File: src/hw/softmax_defines.svh
`ifndef SOFTMAX_DEFINES_SVH
`define SOFTMAX_DEFINES_SVH

// vector geometry
`define SMX_N          32   // elements per vector
`define SMX_ELEM_W     8    // signed input element
`define SMX_WORD_W     16   // fifo word, two elements
`define SMX_WORDS      16   // words per vector

// arithmetic widths
`define SMX_EXP_W      16   // weight, 65535 at d = 0
`define SMX_SUM_W      21   // 32 weights of 16 bits
`define SMX_PROB_W     8    // output probability

// exponent table
`define SMX_DIFF_MAX   63   // clamp for max - x
`define SMX_EXP_STEPS  4    // entries per halving

`endif

File: src/hw/softmax_pkg.sv
`default_nettype none

`include "softmax_defines.svh"

package softmax_pkg;

  typedef logic signed [`SMX_ELEM_W-1:0] elem_t;
  typedef logic [`SMX_WORD_W-1:0]        word_t;
  typedef elem_t [`SMX_N-1:0]            in_vec_t;   // element 0 in the low byte

  typedef logic [`SMX_EXP_W-1:0]  exp_t;
  typedef logic [`SMX_SUM_W-1:0]  sum_t;
  typedef logic [`SMX_PROB_W-1:0] prob_t;
  typedef prob_t [`SMX_N-1:0]     prob_vec_t;

  // weight scaled by 256 over the sum of weights
  typedef struct packed {
    logic [`SMX_EXP_W+`SMX_PROB_W-1:0] dividend;
    sum_t                              divisor;
  } div_req_t;

  typedef enum logic [1:0] {COL_IDLE, COLLECT, HAND_OFF} collect_state_t;

  typedef enum logic [2:0] {CORE_IDLE, FIND_MAX, EXP_SUM, DIVIDE, DELIVER} core_state_t;

  // floor(65535 * 2^(-d/4)), only evaluated as a constant
  function automatic exp_t exp_weight(input int d);
    real w;
    w = 65535.0 * (2.0 ** (-real'(d) / real'(`SMX_EXP_STEPS)));
    return exp_t'(longint'($floor(w)));
  endfunction

endpackage

`default_nettype wire

File: src/hw/vector_collector.sv
`timescale 1ns/1ns
`default_nettype none

`include "softmax_defines.svh"

module vector_collector (
  input  logic                 clk,
  input  logic                 rst_n,
  input  softmax_pkg::word_t   fifo_data,
  input  logic                 fifo_empty,
  input  logic                 busy,
  output logic                 rd_en,
  output softmax_pkg::in_vec_t vec,
  output logic                 start
);
  import softmax_pkg::*;

  collect_state_t state;
  logic [$clog2(`SMX_WORDS)-1:0] cnt;  // words popped so far

  // fwft fifo, so the word is already on fifo_data when we pop it
  assign rd_en = (state == COLLECT) && !fifo_empty;
  assign start = (state == HAND_OFF);

  always_ff @(posedge clk or negedge rst_n) begin
    if (!rst_n) begin
      state <= COL_IDLE;
      cnt   <= '0;
    end else begin
      case (state)
        COL_IDLE: if (!busy) state <= COLLECT;  // core is free again
        COLLECT: begin
          if (rd_en) begin
            cnt <= cnt + 1'b1;  // wraps back to 0 after the last word
            if (cnt == `SMX_WORDS-1) state <= HAND_OFF;
          end
        end
        HAND_OFF: state <= COL_IDLE;
        default:  state <= COL_IDLE;
      endcase
    end
  end

  // new word enters at the top, first word ends up in elements 0 and 1
  always_ff @(posedge clk) begin
    if (rd_en) vec <= {fifo_data, vec[`SMX_N-1:2]};
  end

  // no pop from an empty fifo, and none while the core still works
  a_pop_ok: assert property (@(posedge clk) disable iff (!rst_n)
    rd_en |-> (!fifo_empty && !busy));

endmodule

`default_nettype wire

File: src/hw/serial_divider.sv
`timescale 1ns/1ns
`default_nettype none

`include "softmax_defines.svh"

module serial_divider (
  input  logic                                clk,
  input  logic                                rst_n,
  input  logic                                div_start,
  input  softmax_pkg::div_req_t               div_req,
  output logic [`SMX_EXP_W+`SMX_PROB_W-1:0]   quotient,
  output logic                                div_done
);
  import softmax_pkg::*;

  localparam int q_w = `SMX_EXP_W + `SMX_PROB_W;

  sum_t                   rem_q;
  sum_t                   divisor_q;
  logic [q_w-1:0]         quo_q;   // dividend bits shift out, quotient bits in
  logic [$clog2(q_w)-1:0] cnt;
  logic                   active;

  sum_t              rem_in;
  sum_t              div_in;
  logic [q_w-1:0]    quo_in;
  logic [`SMX_SUM_W:0] trial;
  logic              ge;

  // first step runs in the start cycle straight from the request
  always_comb begin
    rem_in = div_start ? '0 : rem_q;
    quo_in = div_start ? div_req.dividend : quo_q;
    div_in = div_start ? div_req.divisor : divisor_q;
    trial  = {rem_in, quo_in[q_w-1]};
    ge     = (trial >= {1'b0, div_in});
  end

  always_ff @(posedge clk) begin
    if (div_start || active) begin
      rem_q <= ge ? sum_t'(trial - {1'b0, div_in}) : sum_t'(trial);  // restore
      quo_q <= {quo_in[q_w-2:0], ge};
    end
    if (div_start) divisor_q <= div_req.divisor;
  end

  always_ff @(posedge clk or negedge rst_n) begin
    if (!rst_n) begin
      active   <= 1'b0;
      cnt      <= '0;
      div_done <= 1'b0;
    end else begin
      div_done <= 1'b0;
      if (div_start) begin
        active <= 1'b1;
        cnt    <= 1;
      end else if (active) begin
        cnt <= cnt + 1'b1;
        if (cnt == q_w-1) begin  // last quotient bit this cycle
          active   <= 1'b0;
          div_done <= 1'b1;
        end
      end
    end
  end

  assign quotient = quo_q;

endmodule

`default_nettype wire

File: src/hw/softmax_core.sv
`timescale 1ns/1ns
`default_nettype none

`include "softmax_defines.svh"

module softmax_core (
  input  logic                   clk,
  input  logic                   rst_n,
  input  logic                   start,
  input  softmax_pkg::in_vec_t   vec,
  input  logic                   tx_empty,
  output logic                   busy,
  output softmax_pkg::prob_vec_t result,
  output logic                   res_valid
);
  import softmax_pkg::*;

  localparam int q_w = `SMX_EXP_W + `SMX_PROB_W;

  core_state_t state;
  logic [$clog2(`SMX_N)-1:0] idx;  // element index, shared by all passes
  in_vec_t vec_r;
  elem_t   max_r;
  sum_t    sum_r;
  exp_t    weights [`SMX_N];
  logic    div_wait;  // request issued, waiting for div_done

  logic signed [`SMX_ELEM_W:0]        diff;
  logic [$clog2(`SMX_DIFF_MAX+1)-1:0] diff_cl;
  exp_t                               exp_lut [0:`SMX_DIFF_MAX];
  exp_t                               weight;

  logic           div_start;
  div_req_t       div_req;
  logic [q_w-1:0] quotient;
  logic           div_done;
  prob_t          prob_sat;

  // weight table built at elaboration
  for (genvar g = 0; g <= `SMX_DIFF_MAX; g++) begin : g_exp_lut
    localparam exp_t lut_val = exp_weight(g);
    assign exp_lut[g] = lut_val;
  end

  assign diff    = max_r - vec_r[idx];  // never negative
  assign diff_cl = (diff > `SMX_DIFF_MAX) ? `SMX_DIFF_MAX : diff[$bits(diff_cl)-1:0];
  assign weight  = exp_lut[diff_cl];

  assign busy      = (state != CORE_IDLE);
  assign res_valid = (state == DELIVER) && tx_empty;  // serializer has room

  assign div_start        = (state == DIVIDE) && !div_wait;  // issue cycle
  assign div_req.dividend = {weights[idx], {`SMX_PROB_W{1'b0}}};
  assign div_req.divisor  = sum_r;

  // anything at or above 1.0 saturates to 255
  assign prob_sat = (|quotient[q_w-1:`SMX_PROB_W]) ? '1 : quotient[`SMX_PROB_W-1:0];

  always_ff @(posedge clk or negedge rst_n) begin
    if (!rst_n) begin
      state    <= CORE_IDLE;
      idx      <= '0;
      max_r    <= '0;
      sum_r    <= '0;
      div_wait <= 1'b0;
    end else begin
      case (state)
        CORE_IDLE: begin
          if (start) begin
            state <= FIND_MAX;
            idx   <= '0;
            max_r <= {1'b1, {(`SMX_ELEM_W-1){1'b0}}};  // most negative
          end
        end
        FIND_MAX: begin
          if (vec_r[idx] > max_r) max_r <= vec_r[idx];
          idx <= idx + 1'b1;
          if (idx == `SMX_N-1) begin
            state <= EXP_SUM;
            sum_r <= '0;
          end
        end
        EXP_SUM: begin
          sum_r <= sum_r + weight;
          idx   <= idx + 1'b1;
          if (idx == `SMX_N-1) state <= DIVIDE;
        end
        DIVIDE: begin
          if (!div_wait) begin
            div_wait <= 1'b1;
          end else if (div_done) begin
            div_wait <= 1'b0;
            idx      <= idx + 1'b1;
            if (idx == `SMX_N-1) state <= DELIVER;
          end
        end
        DELIVER:  if (tx_empty) state <= CORE_IDLE;
        default:  state <= CORE_IDLE;
      endcase
    end
  end

  always_ff @(posedge clk) begin
    if (state == CORE_IDLE && start) vec_r <= vec;
    if (state == EXP_SUM) weights[idx] <= weight;
    if (state == DIVIDE && div_wait && div_done) result[idx] <= prob_sat;
  end

  serial_divider u_div (
    .clk       (clk),
    .rst_n     (rst_n),
    .div_start (div_start),
    .div_req   (div_req),
    .quotient  (quotient),
    .div_done  (div_done)
  );

  // max element always contributes 65535, so the divisor cannot be zero
  a_sum_nonzero: assert property (@(posedge clk) disable iff (!rst_n)
    (state == EXP_SUM && idx == `SMX_N-1) |=> (sum_r != '0));

endmodule

`default_nettype wire

File: src/hw/result_serializer.sv
`timescale 1ns/1ns
`default_nettype none

`include "softmax_defines.svh"

module result_serializer (
  input  logic                   clk,
  input  logic                   rst_n,
  input  softmax_pkg::prob_vec_t result,
  input  logic                   res_valid,
  input  logic                   tx_fifo_en,
  output softmax_pkg::word_t     tx_data,
  output logic                   tx_empty
);
  import softmax_pkg::*;

  word_t                         word_buf [`SMX_WORDS];
  logic [$clog2(`SMX_WORDS)-1:0] ptr;  // next word to hand out
  logic                          pop;

  assign pop = tx_fifo_en && !tx_empty;

  always_ff @(posedge clk) begin
    if (res_valid) begin
      for (int i = 0; i < `SMX_WORDS; i++) begin
        word_buf[i] <= {result[2*i+1], result[2*i]};  // odd element on top
      end
    end
    if (pop) tx_data <= word_buf[ptr];
  end

  always_ff @(posedge clk or negedge rst_n) begin
    if (!rst_n) begin
      ptr      <= '0;
      tx_empty <= 1'b1;
    end else if (res_valid) begin
      ptr      <= '0;
      tx_empty <= 1'b0;
    end else if (pop) begin
      ptr <= ptr + 1'b1;
      if (ptr == `SMX_WORDS-1) tx_empty <= 1'b1;  // same edge as the last word
    end
  end

  // core must never overwrite words that are still queued
  a_no_overrun: assert property (@(posedge clk) disable iff (!rst_n)
    res_valid |-> tx_empty);

endmodule

`default_nettype wire

File: src/hw/softmax_top.sv
`timescale 1ns/1ns
`default_nettype none

module softmax_top (
  input  logic               clk,
  input  logic               rst_n,
  input  softmax_pkg::word_t fifo_data,
  input  logic               fifo_empty,
  output logic               rd_en,
  output softmax_pkg::word_t tx_data,
  output logic               tx_empty,
  input  logic               tx_fifo_en
);
  import softmax_pkg::*;

  in_vec_t   vec;
  logic      start;
  logic      busy;
  prob_vec_t result;
  logic      res_valid;

  vector_collector u_collect (
    .clk        (clk),
    .rst_n      (rst_n),
    .fifo_data  (fifo_data),
    .fifo_empty (fifo_empty),
    .busy       (busy),
    .rd_en      (rd_en),
    .vec        (vec),
    .start      (start)
  );

  softmax_core u_core (
    .clk       (clk),
    .rst_n     (rst_n),
    .start     (start),
    .vec       (vec),
    .tx_empty  (tx_empty),   // back-pressure from the output side
    .busy      (busy),
    .result    (result),
    .res_valid (res_valid)
  );

  result_serializer u_ser (
    .clk        (clk),
    .rst_n      (rst_n),
    .result     (result),
    .res_valid  (res_valid),
    .tx_fifo_en (tx_fifo_en),
    .tx_data    (tx_data),
    .tx_empty   (tx_empty)
  );

endmodule

`default_nettype wire

File: config.mk
export PLATFORM = sky130hd
export DESIGN_NAME = softmax_top
export DESIGN_NICKNAME = d
export VERILOG_FILES = /design/src/hw/softmax_pkg.sv /design/src/hw/vector_collector.sv /design/src/hw/serial_divider.sv /design/src/hw/softmax_core.sv /design/src/hw/result_serializer.sv /design/src/hw/softmax_top.sv
export VERILOG_INCLUDE_DIRS = /design/src /design/src/hw
export SDC_FILE = /design/constraint.sdc
export NUM_CORES = 2
export LEC_CHECK = 0
export BUFFER_PORTS_ARGS = -buffer_cell sky130_fd_sc_hd__buf_2
export CORE_MARGIN = 3
export CORE_UTILIZATION = 30
export CTS_CLUSTER_SIZE = 40
export DETAILED_ROUTE_END_ITERATION = 6
export PLACE_DENSITY_LB_ADDON = 0.25
export SYNTH_ARGS = -nofsm -noshare
export SYNTH_HDL_FRONTEND = slang
export SYNTH_HIERARCHICAL = 1
export SYNTH_SLANG_ARGS = --single-unit
File: constraint.sdc
create_clock -name clk -period 14 [get_ports clk]
set_input_delay 0 -clock clk [delete_from_list [all_inputs] [get_ports clk]]
set_output_delay 0 -clock clk [all_outputs]
set_load 0.02 [all_outputs]
Word-level counts from Yosys, hierarchy flattened
Memory sizes are Yosys's and may differ from the RTL's. A register that Yosys moved wholly into a read port is not among the register bits.
Cells that the tools add are included.
{"block": "totals", "mem_bits_rw": 768, "in_bits": 20, "mem_bits_ro": 1024, "n_memories": 3, "wordCells": 233, "register_bits": 890, "out_inout_bits": 18}
{"block": "op_classes", "n_eq_ne": 21, "magnitude_cmp": 6, "bitwise_logic": 1, "addsub": 7, "muxes": 53, "reduce_logical": 30}
{"memory": "(name not given)", "words": 64, "word_bits": 16, "read_ports": 1, "rd_clocked_by_memory_dff": 0, "wr": 0, "line": "softmax_core.sv:47", "rtl": "assign weight = exp_lut[diff_cl];"}
{"memory": "u_core.weights", "words": 32, "word_bits": 16, "read_ports": 1, "rd_clocked_by_memory_dff": 0, "wr": 1, "line": "softmax_core.sv:25", "rtl": "exp_t weights [`SMX_N];"}
{"memory": "u_ser.word_buf", "words": 16, "word_bits": 16, "read_ports": 1, "rd_clocked_by_memory_dff": 1, "wr": 16, "line": "result_serializer.sv:17", "rtl": "word_t word_buf [`SMX_WORDS];"}
{"operator": "256-bit bitwise mux", "count": 1}
{"operator": "21-bit two-way mux", "count": 4}
{"operator": "21-bit case mux with 2 select lines", "count": 1}
{"operator": "8-bit binary-select mux with 5-bit select", "count": 1}
{"operator": "8-bit demux with 5-bit select", "count": 1}
{"operator": "8-bit two-way mux", "count": 5}
{"operator": "16-bit two-way mux", "count": 2}
{"operator": "5-bit two-way mux", "count": 5}
{"operator": "24-bit two-way mux", "count": 1}
{"operator": "22-bit by 21-bit >= comparator with 1-bit output", "count": 1}
{"operator": "21-bit by 16-bit adder with 21-bit output", "count": 1}
{"operator": "3-bit two-way mux", "count": 7}
{"operator": "21-bit subtractor", "count": 1}
{"operator": "8-bit case mux with 2 select lines", "count": 1}
{"operator": "16-bit OR reduction", "count": 1}
{"operator": "1-bit two-way mux", "count": 15}
{"operator": "3-bit case mux with 5 select lines", "count": 1}
{"operator": "5-bit case mux with 3 select lines", "count": 1}
{"operator": "2-bit by 1-bit inequality test with 1-bit output (second input constant)", "count": 6}
{"operator": "5-bit by 1-bit adder with 5-bit output (second input constant)", "count": 2}
{"operator": "5-bit == test (second input constant)", "count": 2}
{"operator": "2-bit inequality test (second input constant)", "count": 5}
{"operator": "2-bit nonzero test", "count": 5}
{"operator": "9-bit by 7-bit greater-than comparator with 1-bit output (second input constant)", "count": 1}
{"operator": "other kinds (28)", "count": 47}

Depth between registers and ports, before layout
{"block": "logic_depth", "word_depth": 11, "mapped_depth": 34, "ltp_nobuf": 29}

Modules after synthesis
The synthesis kept the hierarchy.
{"module": "softmax_core", "seq_area_each_um2": 31700.4, "cells_each": 1932, "instances": 1, "area_each_um2": 40187.3}
{"module": "result_serializer", "seq_area_each_um2": 8294.2, "cells_each": 431, "instances": 1, "area_each_um2": 10291.1}
{"module": "vector_collector", "seq_area_each_um2": 7837.5, "cells_each": 275, "instances": 1, "area_each_um2": 7961.4}
{"module": "serial_divider", "seq_area_each_um2": 1946.9, "cells_each": 372, "instances": 1, "area_each_um2": 4214.0}

Least setup slack after synthesis
Ideal clock, no wire load.
{"block": "synth_path", "path_kind": "register to register", "from": "register u_core.state[2]", "to": "register u_core/vec_r[0] (netlist name) (enable)", "period_less_slack_ps": 12473, "n_path_buf": 1, "t_arrival_ps": 11592, "required_time_ps": 13119, "slack_ps": 1527, "path_stages_with_launch": 4, "setup_time_ps": 881, "path_cell_list": "dfrtp_1 > clkbuf_1 > or3_1 > nor2_1"}
{"block": "synth_between", "elab_chain_len": 2}
{"element": "from (decl)", "line": "softmax_core.sv:20", "rtl": "core_state_t state;"}
{"element": "from (signal assigned)", "line": "softmax_core.sv:61", "rtl": "state <= CORE_IDLE;"}
{"element": "from (signal assigned)", "line": "softmax_core.sv:70", "rtl": "state <= FIND_MAX;"}
{"element": "from (signal assigned)", "line": "softmax_core.sv:79", "rtl": "state <= EXP_SUM;"}
{"element": "3-bit logical NOT", "line": "softmax_core.sv:104", "rtl": "if (state == CORE_IDLE && start) vec_r <= vec;"}
{"element": "1-bit logical AND", "line": "softmax_core.sv:104"}
{"element": "to (signal assigned)", "line": "softmax_core.sv:104"}
{"element": "to (decl)", "line": "softmax_core.sv:22", "rtl": "in_vec_t vec_r;"}
No other way between the ends.
A chain may end at the register's enable or synchronous reset.

Final worst setup path
{"block": "layout_path", "from": "register u_core.idx[0]", "to": "register u_core.sum_r[14]"}
{"block": "layout_between", "elab_chain_len": 11, "word_cells_on_any_way": 14, "cone_classes": "2 x add/sub; 1 x order compare; 2 x eq/ne; 6 x mux; 1 x bitwise; 1 x reduce/logical; 1 x memory"}
{"element": "from (decl)", "line": "softmax_core.sv:21", "rtl": "logic [$clog2(`SMX_N)-1:0] idx;"}
{"element": "from (signal assigned)", "line": "softmax_core.sv:77", "rtl": "idx <= idx + 1'b1;"}
{"element": "from (signal assigned)", "line": "softmax_core.sv:85", "rtl": "idx <= idx + 1'b1;"}
{"element": "from (signal assigned)", "line": "softmax_core.sv:93", "rtl": "idx <= idx + 1'b1;"}
{"element": "8-bit binary-select mux with 5-bit select (*)", "line": "softmax_core.sv:45", "rtl": "assign diff = max_r - vec_r[idx];"}
{"element": "8-bit two-way mux (implied by the code) (*)", "line": "softmax_core.sv:45"}
{"element": "8-bit by 8-bit subtractor with 9-bit output (*)", "line": "softmax_core.sv:45"}
{"element": "9-bit by 7-bit greater-than comparator with 1-bit output (no line)"}
{"element": "6-bit two-way mux (*)", "line": "softmax_core.sv:46", "rtl": "assign diff_cl = (diff > `SMX_DIFF_MAX) ? `SMX_DIFF_MAX : diff[$bits(diff_cl)-1:0];"}
{"element": "6-bit inverter with 7-bit output (implied by the code) (*)", "line": "softmax_core.sv:47"}
{"element": "memory 64 x 16 bit (*)"}
{"element": "16-bit two-way mux (implied by the code) (*) (2 in a row)", "line": "softmax_core.sv:47"}
{"element": "net u_core.weight[0]", "line": "softmax_core.sv:31", "rtl": "exp_t weight;"}
{"element": "21-bit by 16-bit adder with 21-bit output (*)", "line": "softmax_core.sv:84", "rtl": "sum_r <= sum_r + weight;"}
{"element": "21-bit case mux with 2 select lines (*)", "line": "softmax_core.sv:67", "rtl": "case (state)"}
{"element": "to (signal assigned)", "line": "softmax_core.sv:84"}
{"element": "to (decl)", "line": "softmax_core.sv:24", "rtl": "sum_t sum_r;"}
The timed path passes the listed nets; every way through them passes the cells marked *. The select of a mux whose other input is x is not followed.

==> impl_metrics.csv <==
group,metric,value,unit
status,status,"finished clean",
synthesis,ys_types,88,
synthesis,yosysTopAreaCell,"edfxtp_1",
synthesis,ys_top_cells_by_area,"edfxtp_1 77%, mux4_2 9.2%, dfrtp_1 2.2%",
timing,maxSlewHeadroom,24.28,%
placed_design,dp_hpwl,77280,um
grt,grt_pass1_vias,29935,
critical_path,critPathCaptureType,"register",
synthesis,synthArstFlopShare,3.345,%
grt,grt_pass1_wl,199100,um
timing,timing_worst_slew_pin_value,1.132,ns
route,viasPerCell,4.670,
route,drcViolationCount,0,
synthesis,synth-edff-count,1597,
synthesis,yosysWarnings,6,
timing,rsz0062_at_grt,"false",
cells_and_area,syn_to_final_growth,16.37,%
clock_tree,clkSlewWorstSetupHoldPaths,0.07,ns
synthesis,synth_area,0.06265,mm^2
clock_tree,htreeDepth,4,
critical_path,crit_fanout,33,
die,fp.coreArea,0.2073,mm^2
critical_path,rr_startpoint,"u_core/idx[0]",
die,fp.dieW,463.0,um
timing,fin_worst_skew,0.04917,ns
synthesis,synthCells,3010,
synthesis,synth-seq-cells,1674,
die,dieArea,0.2144,mm^2
critical_path,crit_end,"u_core/sum_r[14]",
synthesis,yosysSeqAreaShare,79.45,%
die,ioPinCount,38,
critical_path,r2r_cells,27,
critical_path,startpoint_type,"register",
synthesis,yosysTopAreaCellShare,76.54,%
timing,finalHoldViolCount,0,
timing,period_share,66.74,%
timing,period_needed,9.343,ns
clock_tree,cts_root_buf,"clkbuf_16",
synthesis,synthAdderAreaFrac,1.234,%
critical_path,crit_path_start,"u_core/idx[0]",
placed_design,placed_cell_area,0.06671,mm^2
timing,hold-worst-slack,0.07038,ns
timing,timing.fmax,0.1070,GHz
synthesis,ys_top_cells_by_count,"1597 x edfxtp_1, 256 x mux4_2, 124 x nor2_1, 119 x a22oi_1, 98 x nand2_1",
cells_and_area,nNetsFinal,3320,
clock_tree,cts_resized,0,
synthesis,synth-simple-area-share,3.443,%
route,dr.pass1.iters,7,
placed_design,io_buffers,37,
cells_and_area,layout-drive-gt1-share,22.14,%
grt,gr-total-overflow,0,
timing,final-setup-viol-count,0,
critical_path,worst_ep_required_time,14.66,ns
critical_path,cp.arrival,10.00,ns
cells_and_area,final_area,0.07291,mm^2
min_path,hold_class,"in2reg",
synthesis,synth_top_family_by_area,"multiplexers",
clock_tree,postCtsHoldBufs,37,
synthesis,synth.avg_cell_area,20.82,um^2
synthesis,synth_most_common_cell,"edfxtp_1",
placed_design,place_congestion,0.7565,
synthesis,synth_xor_xnor_area_share,0.6430,%
route,ant_nets,0,
synthesis,synth_compound_area_share,3.684,%
die,initial_core_util,30.23,%
critical_path,worstReg2RegEnd,"u_core/sum_r[14]",
clock_tree,clkLatencyLatePin,0.81,ns
clock_tree,cts_buffers,173,
route,wl_per_cell,21.64,um
grt,grt_max_degree,178,
route,vias,28844,
die,die_h,463.0,um
cells_and_area,fillers,19415,
critical_path,r2r_setup_slack,4.66,ns
clock_tree,postCtsSetupBuffers,0,
route,drt_wl_total,133600,um
grt,antenna_found_initial,3,
synthesis,synthMuxAreaShare,10.37,%
synthesis,synthFlopType,"edfxtp_1",
clock_tree,clk_path_buf_depth,3,
timing,setup_tns,0,ns
clock_tree,numClockSinks,1674,
flow_run,drv_cap,0,
clock_tree,cts_tree,"done",
grt,grt_usage,12.31,%
die,rows,167,
critical_path,setup.worst_path.class,"reg2reg",
timing,slew_violations,0,
route,drt_iter0_drc,2514,
-- logic make-up after synthesis --
| family | count (synthesis) |
|---|---|
| compound gates | 324 |
| xor+xnor | 46 |
| fa+ha+maj | 60 |
| buf+inv | 154 |
| flops | 1674 |
| mux | 322 |
| other cells | 1 |
| simple gates | 429 |
-- cell type report --
type / instances / area (um^2) / share of cell area (%)
Inverter: 41 / 153.9 / 0.2111
Antenna cell: 1 / 2.502 / 0.003432
Multi-Input combinational cell: 1189 / 12400 / 17.01
Timing Repair Buffer: 161 / 1249 / 1.713
Tap cell: 2788 / 3488 / 4.784
Clock buffer: 212 / 4547 / 6.236
Sequential cell: 1674 / 49790 / 68.29
Clock inverter: 110 / 1276 / 1.750
-- metrics by stage --
stage | setup slack, ns | util (%) | instances
finish | 4.657 | 35.17 | 6176
global route | 4.007 | 35.17 | 6176
CTS | 4.552 | 35.17 | 6175
detailed placement | 4.592 | 32.19 | 5816
global placement | 4.725 | 32.19 | 5816
floorplan | 1.527 | - | 3017
-- worst min path at each step --
stage	startpoint	slack, ns	to	cells past startpoint
after floorplan	rst_n	-0.30	u_collect/cnt[0]	0
after global placement	fifo_data[11]	0.18	u_collect/vec[251]	1
after detailed placement	fifo_data[11]	0.18	u_collect/vec[251]	1
after CTS	tx_fifo_en	0.008	u_ser/tx_empty	4
after global routing	tx_fifo_en	0.04	u_ser/tx_empty	4
final	tx_fifo_en	0.07	u_ser/tx_empty	4
-- critical path, stage by stage, from the launching register on --
cell and delay, ns:
dfrtp_4 0.84, buf_4 0.61, mux4_2 0.57, a22o_1 0.27, a221oi_1 0.22, and3_1 0.36
ha_1 0.29, nor2b_1 0.14, o31a_1 0.27, o41a_1 0.34, or4_4 0.53, and3_1 0.28
nand2_1 0.15, ha_1 0.35, a21oi_1 0.12, a2111oi_4 0.55, a31oi_1 0.16, a21o_1 0.21
buf_4 0.22, ha_1 0.26, fa_1 0.46, a211o_1 0.34, a21oi_1 0.26, a211oi_1 0.15
or3_1 0.39, o31a_1 0.24, or3_1 0.30, a32o_1 0.26
-- placed cells by master, fill, tap and decap left out, types with 21 or more instances in the layout --
cell,synthesis,layout
clkinv_1,1,42
dfrtp_1,55,51
buf_4,0,85
ha_1,57,57
dlygate4sd3_1,0,37
clkinv_2,0,29
nor2_1,124,105
inv_1,39,39
nand2_1,98,98
nand4_1,25,25
buf_2,30,36
o21ai_0,49,48
nor2b_1,33,31
nand3_1,37,37
xor2_1,23,23
xnor2_1,23,23
edfxtp_1,1597,1597
clkbuf_16,0,174
dfxtp_1,21,21
mux4_2,256,256
mux2i_1,26,26
a21oi_1,43,40
a22oi_1,119,119
clkbuf_1,66,33
mux2_2,33,33
-- per-layer routing --
layer	wire [um]	track usage (%)	up-vias
met5	0	0	-
met1	60500	16.97	15225
met2	64000	19.90	637
met4	2668	3.212	0
li1	-	-	12796
met3	6447	2.468	186
-- sequential cells by signal, indices dropped and copies added, names as in the netlist --
register / cells
u_core/div_wait: 1
u_core/sum_r: 21
u_core/u_div/rem_q: 21
u_core/u_div/cnt: 5
u_core/vec_r: 256
u_core/u_div/quotient: 24
u_ser/word_buf: 256
u_ser/tx_data: 16
u_core/u_div/div_done: 1
u_core/u_div/active: 1
u_core/idx: 5
u_collect/state: 2
u_ser/ptr: 4
u_core/result: 256
u_collect/vec: 256
u_collect/cnt: 4
u_core/max_r: 8
u_ser/tx_empty: 1
u_core/state: 3
u_core/weights: 512
u_core/u_div/divisor_q: 21
Power is left out: the tool's default activity adds up to more than one toggle a clock period on the data nets, which glitch-free logic cannot reach.
